<file path="config.mk">
export PLATFORM = sky130hd
export DESIGN_NAME = calc_top
export DESIGN_NICKNAME = d
export VERILOG_FILES = /design/src/source/calc_pkg.sv /design/src/source/calc_control.sv /design/src/source/calc_top.sv /design/src/source/digit_accumulator.sv /design/src/source/serial_add_sub.sv /design/src/source/shift_add_multiplier.sv
export SDC_FILE = /design/constraint.sdc
export NUM_CORES = 1
export LEC_CHECK = 0
export BUFFER_PORTS_ARGS = -buffer_cell sky130_fd_sc_hd__buf_2
export CORE_ASPECT_RATIO = 1.25
export CORE_MARGIN = 5
export CORE_UTILIZATION = 68
export CTS_CLUSTER_DIAMETER = 40
export DETAILED_ROUTE_END_ITERATION = 6
export GPL_TIMING_DRIVEN = 0
export PLACE_DENSITY = 0.83
export SETUP_SLACK_MARGIN = 0.3
export SYNTH_ARGS = -nofsm -noshare
export SYNTH_HDL_FRONTEND = slang
export SYNTH_SLANG_ARGS = --single-unit
</file>
<file path="constraint.sdc">
create_clock -name clk -period 8.3 [get_ports clk]
set_input_delay 0.415 -clock clk [delete_from_list [all_inputs] [get_ports clk]]
set_output_delay 0.415 -clock clk [all_outputs]
set_load 0.01 [all_outputs]
</file>
<file path="src/source/calc_pkg.sv">
package calc_pkg;

    // Operand and result width used by default
    localparam int calc_width = 16;     // Wraps modulo 2^16

    // Operator keys are one-hot
    typedef enum logic [2:0] {
        op_none = 3'b000,               // No operator key pressed
        op_add  = 3'b001,               // Addition
        op_sub  = 3'b010,               // Subtraction
        op_mul  = 3'b100                // Multiplication
    } op_e;

    // Raw keypad code
    typedef logic [3:0] digit_t;        // Zero means no key

    // Operand pair sent to both arithmetic units
    typedef struct packed {
        logic [calc_width-1:0] a;       // First operand
        logic [calc_width-1:0] b;       // Second operand
    } operands_t;                       // 32 bits total

endpackage

</file>
<file path="src/source/calc_control.sv">
`timescale 1ns/1ps

module calc_control #(
    parameter int Width = calc_pkg::calc_width      // Operand width
) (
    input  logic                clk,
    input  logic                nRST,
    input  calc_pkg::op_e       operator,           // One-hot operator key
    input  logic                equal,              // Equal key
    input  logic [Width-1:0]    value_a,            // From first accumulator
    input  logic [Width-1:0]    value_b,            // From second accumulator
    input  logic                add_done,
    input  logic                mul_done,
    input  logic [Width-1:0]    add_result,
    input  logic [Width-1:0]    mul_result,
    output logic                enter_a,            // Collect first operand
    output logic                enter_b,            // Collect second operand
    output logic                clear,              // Empty both accumulators
    output logic                start_add,          // Launch adder/subtractor
    output logic                start_mul,          // Launch multiplier
    output logic                sub,                // Subtract select
    output calc_pkg::operands_t operands,           // Operand pair to units
    output logic                complete,           // One-cycle result strobe
    output logic [Width-1:0]    result              // Last computed value
);

    typedef enum logic [2:0] {
        get_first,                                  // Digits of a and operator
        get_second,                                 // Digits of b until equal
        issue,                                      // Fire one start pulse
        wait_done,                                  // Unit running
        show                                        // Result strobe and clear
    } state_t;

    state_t           state;
    state_t           next_state;
    calc_pkg::op_e    op_q;                         // Latched operator
    logic             op_valid;                     // Legal one-hot key
    logic             is_mul;                       // Multiplier path chosen
    logic             unit_done;                    // done of the chosen unit
    logic [Width-1:0] unit_result;                  // Result of the chosen unit

    assign op_valid = (operator == calc_pkg::op_add)
                   || (operator == calc_pkg::op_sub)
                   || (operator == calc_pkg::op_mul);
    assign is_mul      = (op_q == calc_pkg::op_mul);
    assign unit_done   = is_mul ? mul_done : add_done;
    assign unit_result = is_mul ? mul_result : add_result;

    // Next state
    always_comb begin
        next_state = state;
        case (state)
            get_first:  if (op_valid) next_state = get_second;
            get_second: if (equal) next_state = issue;
            issue:      next_state = wait_done;     // Start lasts one cycle
            wait_done:  if (unit_done) next_state = show;
            show:       next_state = get_first;
            default:    next_state = get_first;
        endcase
    end

    // State, operator and result registers
    always_ff @(posedge clk or negedge nRST) begin
        if (!nRST) begin
            state  <= get_first;
            op_q   <= calc_pkg::op_none;
            result <= '0;
        end else begin
            state <= next_state;
            if (state == get_first && op_valid) begin
                op_q <= operator;                   // Held until next get_first
            end
            if (state == wait_done && unit_done) begin
                result <= unit_result;              // Kept until next completion
            end
        end
    end

    // Decoded outputs
    assign enter_a   = (state == get_first);
    assign enter_b   = (state == get_second);
    assign clear     = (state == show);
    assign complete  = (state == show);
    assign start_add = (state == issue) && !is_mul;
    assign start_mul = (state == issue) && is_mul;
    assign sub       = (op_q == calc_pkg::op_sub);
    assign operands  = '{a: value_a, b: value_b};   // Accumulators hold still here

    // Adder finishes only inside an add or subtract run
    a_add_done_expected: assert property (
        @(posedge clk) disable iff (!nRST)
        add_done |-> ((state == wait_done) && !is_mul)
    ) else $error("calc_control got add_done outside an add or subtract");

    // Multiplier finishes only inside a multiply run
    a_mul_done_expected: assert property (
        @(posedge clk) disable iff (!nRST)
        mul_done |-> ((state == wait_done) && is_mul)
    ) else $error("calc_control got mul_done outside a multiply");

endmodule

</file>
<file path="src/source/calc_top.sv">
`timescale 1ns/1ps

module calc_top #(
    parameter int Width = calc_pkg::calc_width      // Must match the package width
) (
    input  logic             clk,
    input  logic             nRST,
    input  calc_pkg::digit_t keypad,                // Zero means no key
    input  calc_pkg::op_e    operator,              // One-hot operator key
    input  logic             equal,                 // Equal key
    output logic             complete,              // One-cycle done strobe
    output logic [Width-1:0] result                 // Binary result
);

    logic                enter_a;
    logic                enter_b;
    logic                clear;
    logic [Width-1:0]    value_a;
    logic [Width-1:0]    value_b;
    calc_pkg::operands_t operands;                  // Pair to both units
    logic                sub;
    logic                start_add;
    logic                start_mul;
    logic                add_done;
    logic                mul_done;
    logic [Width-1:0]    add_result;
    logic [Width-1:0]    mul_result;

    calc_control #(.Width(Width)) i_control (
        .clk, .nRST, .operator, .equal, .value_a, .value_b,
        .add_done, .mul_done, .add_result, .mul_result,
        .enter_a, .enter_b, .clear, .start_add, .start_mul, .sub,
        .operands, .complete, .result
    );

    digit_accumulator #(.Width(Width)) i_acc_a (
        .clk, .nRST, .enable(enter_a), .clear, .digit(keypad), .value(value_a)
    );

    digit_accumulator #(.Width(Width)) i_acc_b (
        .clk, .nRST, .enable(enter_b), .clear, .digit(keypad), .value(value_b)
    );

    serial_add_sub #(.Width(Width)) i_add_sub (
        .clk, .nRST, .start(start_add), .sub, .operands,
        .done(add_done), .result(add_result)
    );

    shift_add_multiplier #(.Width(Width)) i_mul (
        .clk, .nRST, .start(start_mul), .operands,
        .done(mul_done), .result(mul_result)
    );

    // operands_t is sized by the package
    a_width_match: assert property (
        @(posedge clk) disable iff (!nRST)
        Width == calc_pkg::calc_width
    ) else $error("calc_top Width %0d differs from calc_width", Width);

endmodule

</file>
<file path="src/source/digit_accumulator.sv">
`timescale 1ns/1ps

module digit_accumulator #(
    parameter int Width = calc_pkg::calc_width      // Operand width
) (
    input  logic             clk,
    input  logic             nRST,
    input  logic             enable,                // Entry window from control
    input  logic             clear,                 // Empties the register
    input  calc_pkg::digit_t digit,                 // Keypad code
    output logic [Width-1:0] value                  // Binary operand so far
);

    logic [Width-1:0] times_ten;                    // Current value scaled by ten
    logic             key_hit;                      // A digit is present

    assign times_ten = (value << 3) + (value << 1); // 8x plus 2x
    assign key_hit   = (digit != 4'd0);

    // Operand register
    always_ff @(posedge clk or negedge nRST) begin
        if (!nRST) begin
            value <= '0;
        end else if (clear) begin                   // Clear wins over entry
            value <= '0;
        end else if (enable && key_hit) begin
            value <= times_ten + Width'(digit);     // Wraps at 2^Width
        end
    end

    // Only decimal digits may reach the register
    a_digit_range: assert property (
        @(posedge clk) disable iff (!nRST)
        (enable && !clear && key_hit) |-> (digit <= 4'd9)
    ) else $error("digit_accumulator accepted non-decimal digit %0d", digit);

endmodule

</file>
<file path="src/source/serial_add_sub.sv">
`timescale 1ns/1ps

module serial_add_sub #(
    parameter int Width = calc_pkg::calc_width      // Operand width
) (
    input  logic                clk,
    input  logic                nRST,
    input  logic                start,              // One-cycle launch pulse
    input  logic                sub,                // High for a minus b
    input  calc_pkg::operands_t operands,           // Sampled on start
    output logic                done,               // One-cycle finish pulse
    output logic [Width-1:0]    result              // Stable from done
);

    localparam int Slices = Width / 4;              // Nibbles per run
    localparam int CountW = $clog2(Slices);

    logic              busy;                        // Run in progress
    logic [CountW-1:0] count;                       // Slice index
    logic [Width-1:0]  a_q;                         // Shifting copy of a
    logic [Width-1:0]  b_q;                         // Shifting copy of b or ~b
    logic              carry_q;                     // Carry between slices
    logic [4:0]        slice_sum;                   // Nibble sum with carry out

    assign slice_sum = {1'b0, a_q[3:0]} + {1'b0, b_q[3:0]} + {4'd0, carry_q};

    // Sequencing
    always_ff @(posedge clk or negedge nRST) begin
        if (!nRST) begin
            busy  <= 1'b0;
            count <= '0;
            done  <= 1'b0;
        end else begin
            done <= 1'b0;                           // Pulse by default
            if (start && !busy) begin
                busy  <= 1'b1;
                count <= '0;
            end else if (busy) begin
                count <= count + 1'b1;
                if (count == CountW'(Slices - 1)) begin // Last nibble
                    busy <= 1'b0;
                    done <= 1'b1;
                end
            end
        end
    end

    // Datapath, one nibble per cycle from the low end
    always_ff @(posedge clk) begin
        if (start && !busy) begin
            a_q     <= operands.a;
            b_q     <= sub ? ~operands.b : operands.b; // Two's complement via ~b
            carry_q <= sub;                         // Plus one for subtract
        end else if (busy) begin
            a_q     <= a_q >> 4;
            b_q     <= b_q >> 4;
            carry_q <= slice_sum[4];
            result  <= {slice_sum[3:0], result[Width-1:4]}; // Fill from the top
        end
    end

    // Control must wait for done before starting again
    a_no_start_busy: assert property (
        @(posedge clk) disable iff (!nRST)
        busy |-> !start
    ) else $error("serial_add_sub got start while busy");

endmodule

</file>
<file path="src/source/shift_add_multiplier.sv">
`timescale 1ns/1ps

module shift_add_multiplier #(
    parameter int Width = calc_pkg::calc_width      // Operand width
) (
    input  logic                clk,
    input  logic                nRST,
    input  logic                start,              // One-cycle launch pulse
    input  calc_pkg::operands_t operands,           // Sampled on start
    output logic                done,               // One-cycle finish pulse
    output logic [Width-1:0]    result              // Low Width bits of product
);

    localparam int CountW = $clog2(Width);          // Bit index width

    logic              busy;                        // Run in progress
    logic [CountW-1:0] count;                       // Multiplier bit index
    logic [Width-1:0]  mcand;                       // Multiplicand shifted left
    logic [Width-1:0]  mplier;                      // Multiplier shifted right

    // Sequencing
    always_ff @(posedge clk or negedge nRST) begin
        if (!nRST) begin
            busy  <= 1'b0;
            count <= '0;
            done  <= 1'b0;
        end else begin
            done <= 1'b0;
            if (start && !busy) begin
                busy  <= 1'b1;
                count <= '0;
            end else if (busy) begin
                count <= count + 1'b1;
                if (count == CountW'(Width - 1)) begin  // Top bit handled
                    busy <= 1'b0;
                    done <= 1'b1;
                end
            end
        end
    end

    // Partial product accumulation
    always_ff @(posedge clk) begin
        if (start && !busy) begin
            mcand  <= operands.a;
            mplier <= operands.b;
            result <= '0;                           // Fresh product
        end else if (busy) begin
            if (mplier[0]) begin
                result <= result + mcand;           // Wraps at 2^Width
            end
            mcand  <= mcand << 1;                   // Bits above Width drop off
            mplier <= mplier >> 1;
        end
    end

    // done is seen Width plus one edges after its start
    a_done_after_start: assert property (
        @(posedge clk) disable iff (!nRST)
        done |-> $past(start, Width + 1)
    ) else $error("shift_add_multiplier done without a start");

endmodule

</file>
==> metrics.txt, run 1 <==
most common library cells after synthesis nand2_1, edfxtp_1, ha_1; total number of H-tree levels 4; TritonCTS buffer count 17; total chip power 4.14 mW; Synth area leaders edfxtp_1, dfrtp_1, ha_1, nand2_1, dfxtp_1; total grt overflow 0; syn_nets 988; postcts setup bufs 0; first-pass GRT wire length 34700 um; Unique masters post-synth 66; Root Buffer clkbuf_16; top_reg_cell synth edfxtp_1; final worst slack 5.15 ns; HPWL Detailed 15700 um; die extent in y 140 um; worst path required time 8.62 ns; IO Pins 27; most common cell in the netlist nand2_1; setup TNS 0 ns; Post-DRT Antenna Nets 0; non-filler cells, final 1126; Worst R2R Setup Slack 5.15 ns; worst r2r path cells 10; clk_lat worst skew 0.43 ns; final wirelength 20900 um; RSZ-0062 raised after global routing false; Final #Nets 1031; share of the synthesized area in the top cell type 26.5%; layout cells sized above 1 11.6%; CP endpoint i_acc_b.value[14]; CP startpoint i_acc_b.value[0]; cts hold-fix bufs 0; sequential element share of the synthesized area 47.4%; initial antenna violation count 0; reg2reg end i_acc_b.value[14]; CTS Buffer Depth 2; total global-route track usage 27.4%; Port Buffers 24; status completed; Ant. Diodes 0; met3 routed WL 894 um; DRC 0; slew at the pin closest to its max-slew limit 1.28 ns; Initial Util 69.5%; Placer Congestion 0.894; DRT iter0 DRCs 651; Ys Warns 0; PwrDens 410 nW/um2; die width 114 um; Max Fclk 0.318 GHz; Worst setup EP type flip-flop; CORE AREA 13200 um2; Tmin final 3.15 ns; maximum number of pins on one net before global-route repair 65; met2 routed WL 10900 um; Slew headroom 14.5%; vias in the first global route 7017; routed len/inst 18.6 um; Post-Route Skew 0.00893 ns; Cell Count Post-Placement 1094; MaxCap Viol Count 0; Die Area 16000 um2; final setup fails 0; PostCTS Resize Cnt 0; Leak 4.42 nW; arrival time at the worst endpoint 3.47 ns; final slew viol count 0; vias per cell 6.14; dpl ws 5.15 ns; uppermost layer routed met4; Yosys top cell by area edfxtp_1; FF+latch count, synth 161; critical path type reg2reg; synthesized area per cell 10.2 um2; Site Rows 47; final cycle utilization of the critical path 37.9%; CTS tree done; FFs w/ async S/R, synth 39.8%; Post-Synthesis Cell Area 9190 um2; DRT met1 WL 8060 um; Sink Count 161; post-synthesis cell count 899; Syn-to-layout area delta 9.91%; CP Launch Type flip-flop; Via Count 6911; Final Hold Violating Endpoints 0; clock-pin slew on the worst setup and hold paths 0.07 ns; DR pass1 iterations 5; Crit Path Max Fanout 5; Post-synth EDFFs 81; hold crit path type in2async; worst vdd ir 250 uV; utilization after layout 76.3%; Worst R2R Start i_acc_b.value[0]
-- kinds of logic after synthesis --
kind of cell	synth area share (%)
multiplexers	2.53
AO/OA/AOI/OAI	15.3
buffers and inverters	3.89
flip-flops	47.4
adder cells (fa/ha/maj)	11.3
XOR/XNOR	4.86
AND/OR/NAND/NOR	14.7
-- worst max-delay path, stage by stage (launching register included) --
cell	delay (ns)
dfrtp_1	0.49
inv_1	0.14
fa_1	0.53
inv_1	0.07
fa_1	0.49
a211oi_1	0.34
o21ai_1	0.13
a31oi_1	0.33
o21ai_1	0.15
xor2_1	0.16
a22o_1	0.21
-- placed cells by master, fill, tap and decap left out, drive strengths merged, types with 8 or more instances in the layout --
| master | n |
|---|---|
| a31oi | 9 |
| a21o | 15 |
| nor2 | 59 |
| mux2i | 21 |
| clkbuf | 29 |
| and2 | 8 |
| o21ai | 57 |
| buf | 53 |
| xnor2 | 34 |
| inv | 42 |
| dfrtp | 64 |
| xor2 | 17 |
| a211oi | 10 |
| nand3 | 19 |
| a21oi | 55 |
| dfxtp | 16 |
| nand2 | 161 |
| a22o | 19 |
| ha | 72 |
| nor3 | 12 |
| edfxtp | 81 |
-- layer usage --
| metal | global-route usage (%) | vias up |
|---|---|---|
| met1 | 31.4 | 3320 |
| met3 | 4.87 | 65 |
| met2 | 48.3 | 221 |
| met4 | 14.4 | 0 |
| met5 | 0 | - |
| li1 | - | 3305 |
-- cell type report --
| type | count | area (um2) |
|---|---|---|
| buffer | 41 | 234 |
| clock buffer | 17 | 425 |
| clock inverter | 15 | 149 |
| fill | 867 | 3130 |
| inverter | 33 | 124 |
| multi-input combinational | 664 | 4480 |
| sequential | 161 | 4350 |
| tap | 171 | 214 |
| timing repair buffer | 24 | 123 |
-- registers in the layout (all words and copies together), names as in the netlist --
signal and flops:
i_acc_a.value 16, i_acc_b.value 16, i_add_sub.a_q 16, i_add_sub.b_q 16, i_add_sub.result 16, i_control.result 16, i_mul.mcand 16, i_mul.mplier 16
i_mul.result 16, i_mul.count 4, i_control.op_q 3, i_control.state 3, i_add_sub.count 2, i_add_sub.busy 1, i_add_sub.carry_q 1, i_add_sub.done 1
i_mul.busy 1, i_mul.done 1
-- metrics by stage --
stage	hold slack, ns	cell area, um2
finish	0.0620	10100
CTS	0.240	10100
global route	0.154	10100
global placement	0.435	9520
floorplan	0.119	9190
detailed placement	0.435	9520
-- where the power goes --
group	switching [mW]	internal (mW)
logic	1.07	0.786
registers	0.279	1.25
clock network	0.338	0.422
-- worst min-delay path by stage --
stage / slack, ns / from / depth (start not counted) / to
floorplan: 0.12 / nRST / 0 / i_acc_a.value[0]
global placement: 0.44 / i_add_sub.result[12] / 0 / i_add_sub.result[8]
detailed placement: 0.44 / i_add_sub.result[15] / 0 / i_add_sub.result[11]
CTS: 0.24 / operator[1] / 2 / i_control.op_q[2]
global route: 0.15 / nRST / 1 / i_control.result[1]
finish: 0.06 / nRST / 1 / i_control.result[1]
(Power assumes the default switching activity.)
==> run 2, diff against run 1 <==
Settings changed: CORE_UTILIZATION 68 to 57, PLACE_DENSITY 0.83 to 0.74.
Clock period 8.3 ns to 2.8 ns, I/O delays scaled along.
==> metrics.txt, run 2 (same netlist as run 1, synthesis figures left out) <==
routed len/inst 17.4 um; hold crit path type in2reg; clk_lat worst skew 0.44 ns; IO Pins 27; Leak 4.52 nW; final setup fails 0; status completed; CP Launch Type flip-flop; CORE AREA 16000 um2; most common library cell in the layout ignoring fill and taps nand2_1; logic gate share of total power 47.2%; worst vdd ir 677 uV; arrival time at the worst endpoint 2.91 ns; DR pass1 iterations 5; die width 124 um; MaxCap Viol Count 0; Die Area 18800 um2; Clk pwr share 18.0%; Seq pwr share 34.7%; Final Hold Violating Endpoints 0; DRT iter0 DRCs 451; total grt overflow 0; Initial Util 57.4%; TritonCTS buffer count 17; total chip power 12.8 mW; Ant. Diodes 0; vias per cell 5.75; highest-count cells in the layout ignoring fill and taps nand2_1, edfxtp_1, ha_1; Filler Cells Inserted 1267; critical path type reg2reg; RSZ-0062 raised after global routing true; Tmin final 2.58 ns; Net Switching 5.28 mW; Crit Path Max Fanout 5; layout cells sized above 1 16.4%; DRC 0; final slew viol count 0; Placer Congestion 0.918; maximum number of pins on one net before global-route repair 65; Site Rows 52; initial antenna violation count 0; Slew headroom 35.8%; slew at the pin closest to its max-slew limit 0.963 ns; Internal 7.53 mW; HPWL Detailed 15000 um; vias in the first global route 6650; Post-Place Cell Area 9600 um2; Max Fclk 0.388 GHz; first-pass GRT wire length 33300 um; Finished Cell Area 10500 um2; Final #Nets 1055; final wirelength 20800 um; final cycle utilization of the critical path 92.0%; Via Count 6869; Post-DRT Antenna Nets 0; Root Buffer clkbuf_16; total number of H-tree levels 4; PwrDens 1220 nW/um2; Port Buffers 24; worst path required time 3.13 ns; Worst setup EP type flip-flop; CTS tree done; Post-Route Skew 0.00918 ns; clock-pin slew on the worst setup and hold paths 0.08 ns; Syn-to-layout area delta 14.3%; Sink Count 161; utilization after layout 65.6%; die extent in y 152 um; Sw Ratio 41.2%; total global-route track usage 22.5%; CTS Buffer Depth 2
run 2: cell types whose count changed in the layout (fill, tap and decap cells not counted), sizes merged:
cell / before / now
buf: 53 / 72
clkinvlp: 1 / 4
dlygate4sd3: 0 / 3
bufinv: 1 / 0
clkinv: 4 / 5
inv: 42 / 41
run 2: path summary, 6_finish.rpt:
| check | start | slack, ns | endpoint | depth (start not counted) |
|---|---|---|---|---|
| worst max-delay path | i_acc_b.value[1] | 0.22 | i_acc_b.value[12] | 9 |
| worst min-delay path | keypad[0] | 0.03 | i_acc_a.value[0] | 2 |
| worst max register to register | i_acc_b.value[1] | 0.22 | i_acc_b.value[12] | 9 |
| worst min register to register | i_add_sub.result[11] | 0.45 | i_add_sub.result[7] | 0 |
| max in group asynchronous | nRST | 1.86 | i_acc_b.value[2] | 2 |
| min in group asynchronous | nRST | 0.34 | i_mul.count[3] | 2 |
run 2: stage by stage:
stage / hold slack [ns] / std cells / TNS, ns / worst slack (ns)
after detailed placement: 0.289 / 1139 / -0.615 / -0.130
after floorplan: -0.156 / 899 / 0 / 0.316
after CTS: 0.0168 / 1184 / 0 / 0.227
after global routing: 0.0200 / 1195 / 0 / 0.101
final: 0.0290 / 1195 / 0 / 0.224
after global placement: 0.412 / 1139 / -0.288 / -0.0753
run 2: power by group through the flow:
| stage | clock network, mW | logic [mW] | registers, mW |
|---|---|---|---|
| finish | 2.31 | 6.05 | 4.45 |
| global route | 2.43 | 6.83 | 4.55 |
| CTS | 2.33 | 5.74 | 4.46 |
| detailed placement | 0 | 5.43 | 4.52 |
| global placement | 0 | 5.27 | 4.49 |
| floorplan | 0 | 4.26 | 4.26 |
run 2: what timing repair did:
item	4_1_cts	5_1_grt
hold buffers	3	0
pin swaps	15	21
gates resized for setup	19	20
endpoints found under the hold margin	66	0
endpoints found under the setup margin	17	82
cloned	0	2
buffers inserted	10	9
run 2: area by class of cell:
class | count | area, um2 | share of cell area [%]
well taps | 216 | 270 | 2.57
clock inverters | 15 | 164 | 1.56
plain buffers | 41 | 234 | 2.23
multi-input cells | 664 | 4610 | 43.9
clock buffers | 17 | 425 | 4.05
inverters | 33 | 131 | 1.25
repair buffers | 46 | 295 | 2.81
repair inverters | 2 | 15.0 | 0.143
flip-flops and latches | 161 | 4360 | 41.5
run 2: worst max-delay path, cell delays in order, from the launching register on:
cell	delay, ns
dfrtp_1	0.46
ha_1	0.35
ha_4	0.19
fa_2	0.41
a211oi_4	0.28
o21ai_2	0.09
a31oi_2	0.24
o21bai_1	0.12
xor2_1	0.15
a22o_1	0.18
run 2: layer usage:
metal  GRT usage [%]  share of wire [%]  vias to the layer above
met4            8.23                3.9                        0
met2            39.5                 53                      171
met1            26.8                 39                     3286
met5               0                  0                        -
met3            4.72                4.0                       52
li1                -                  -                     3360
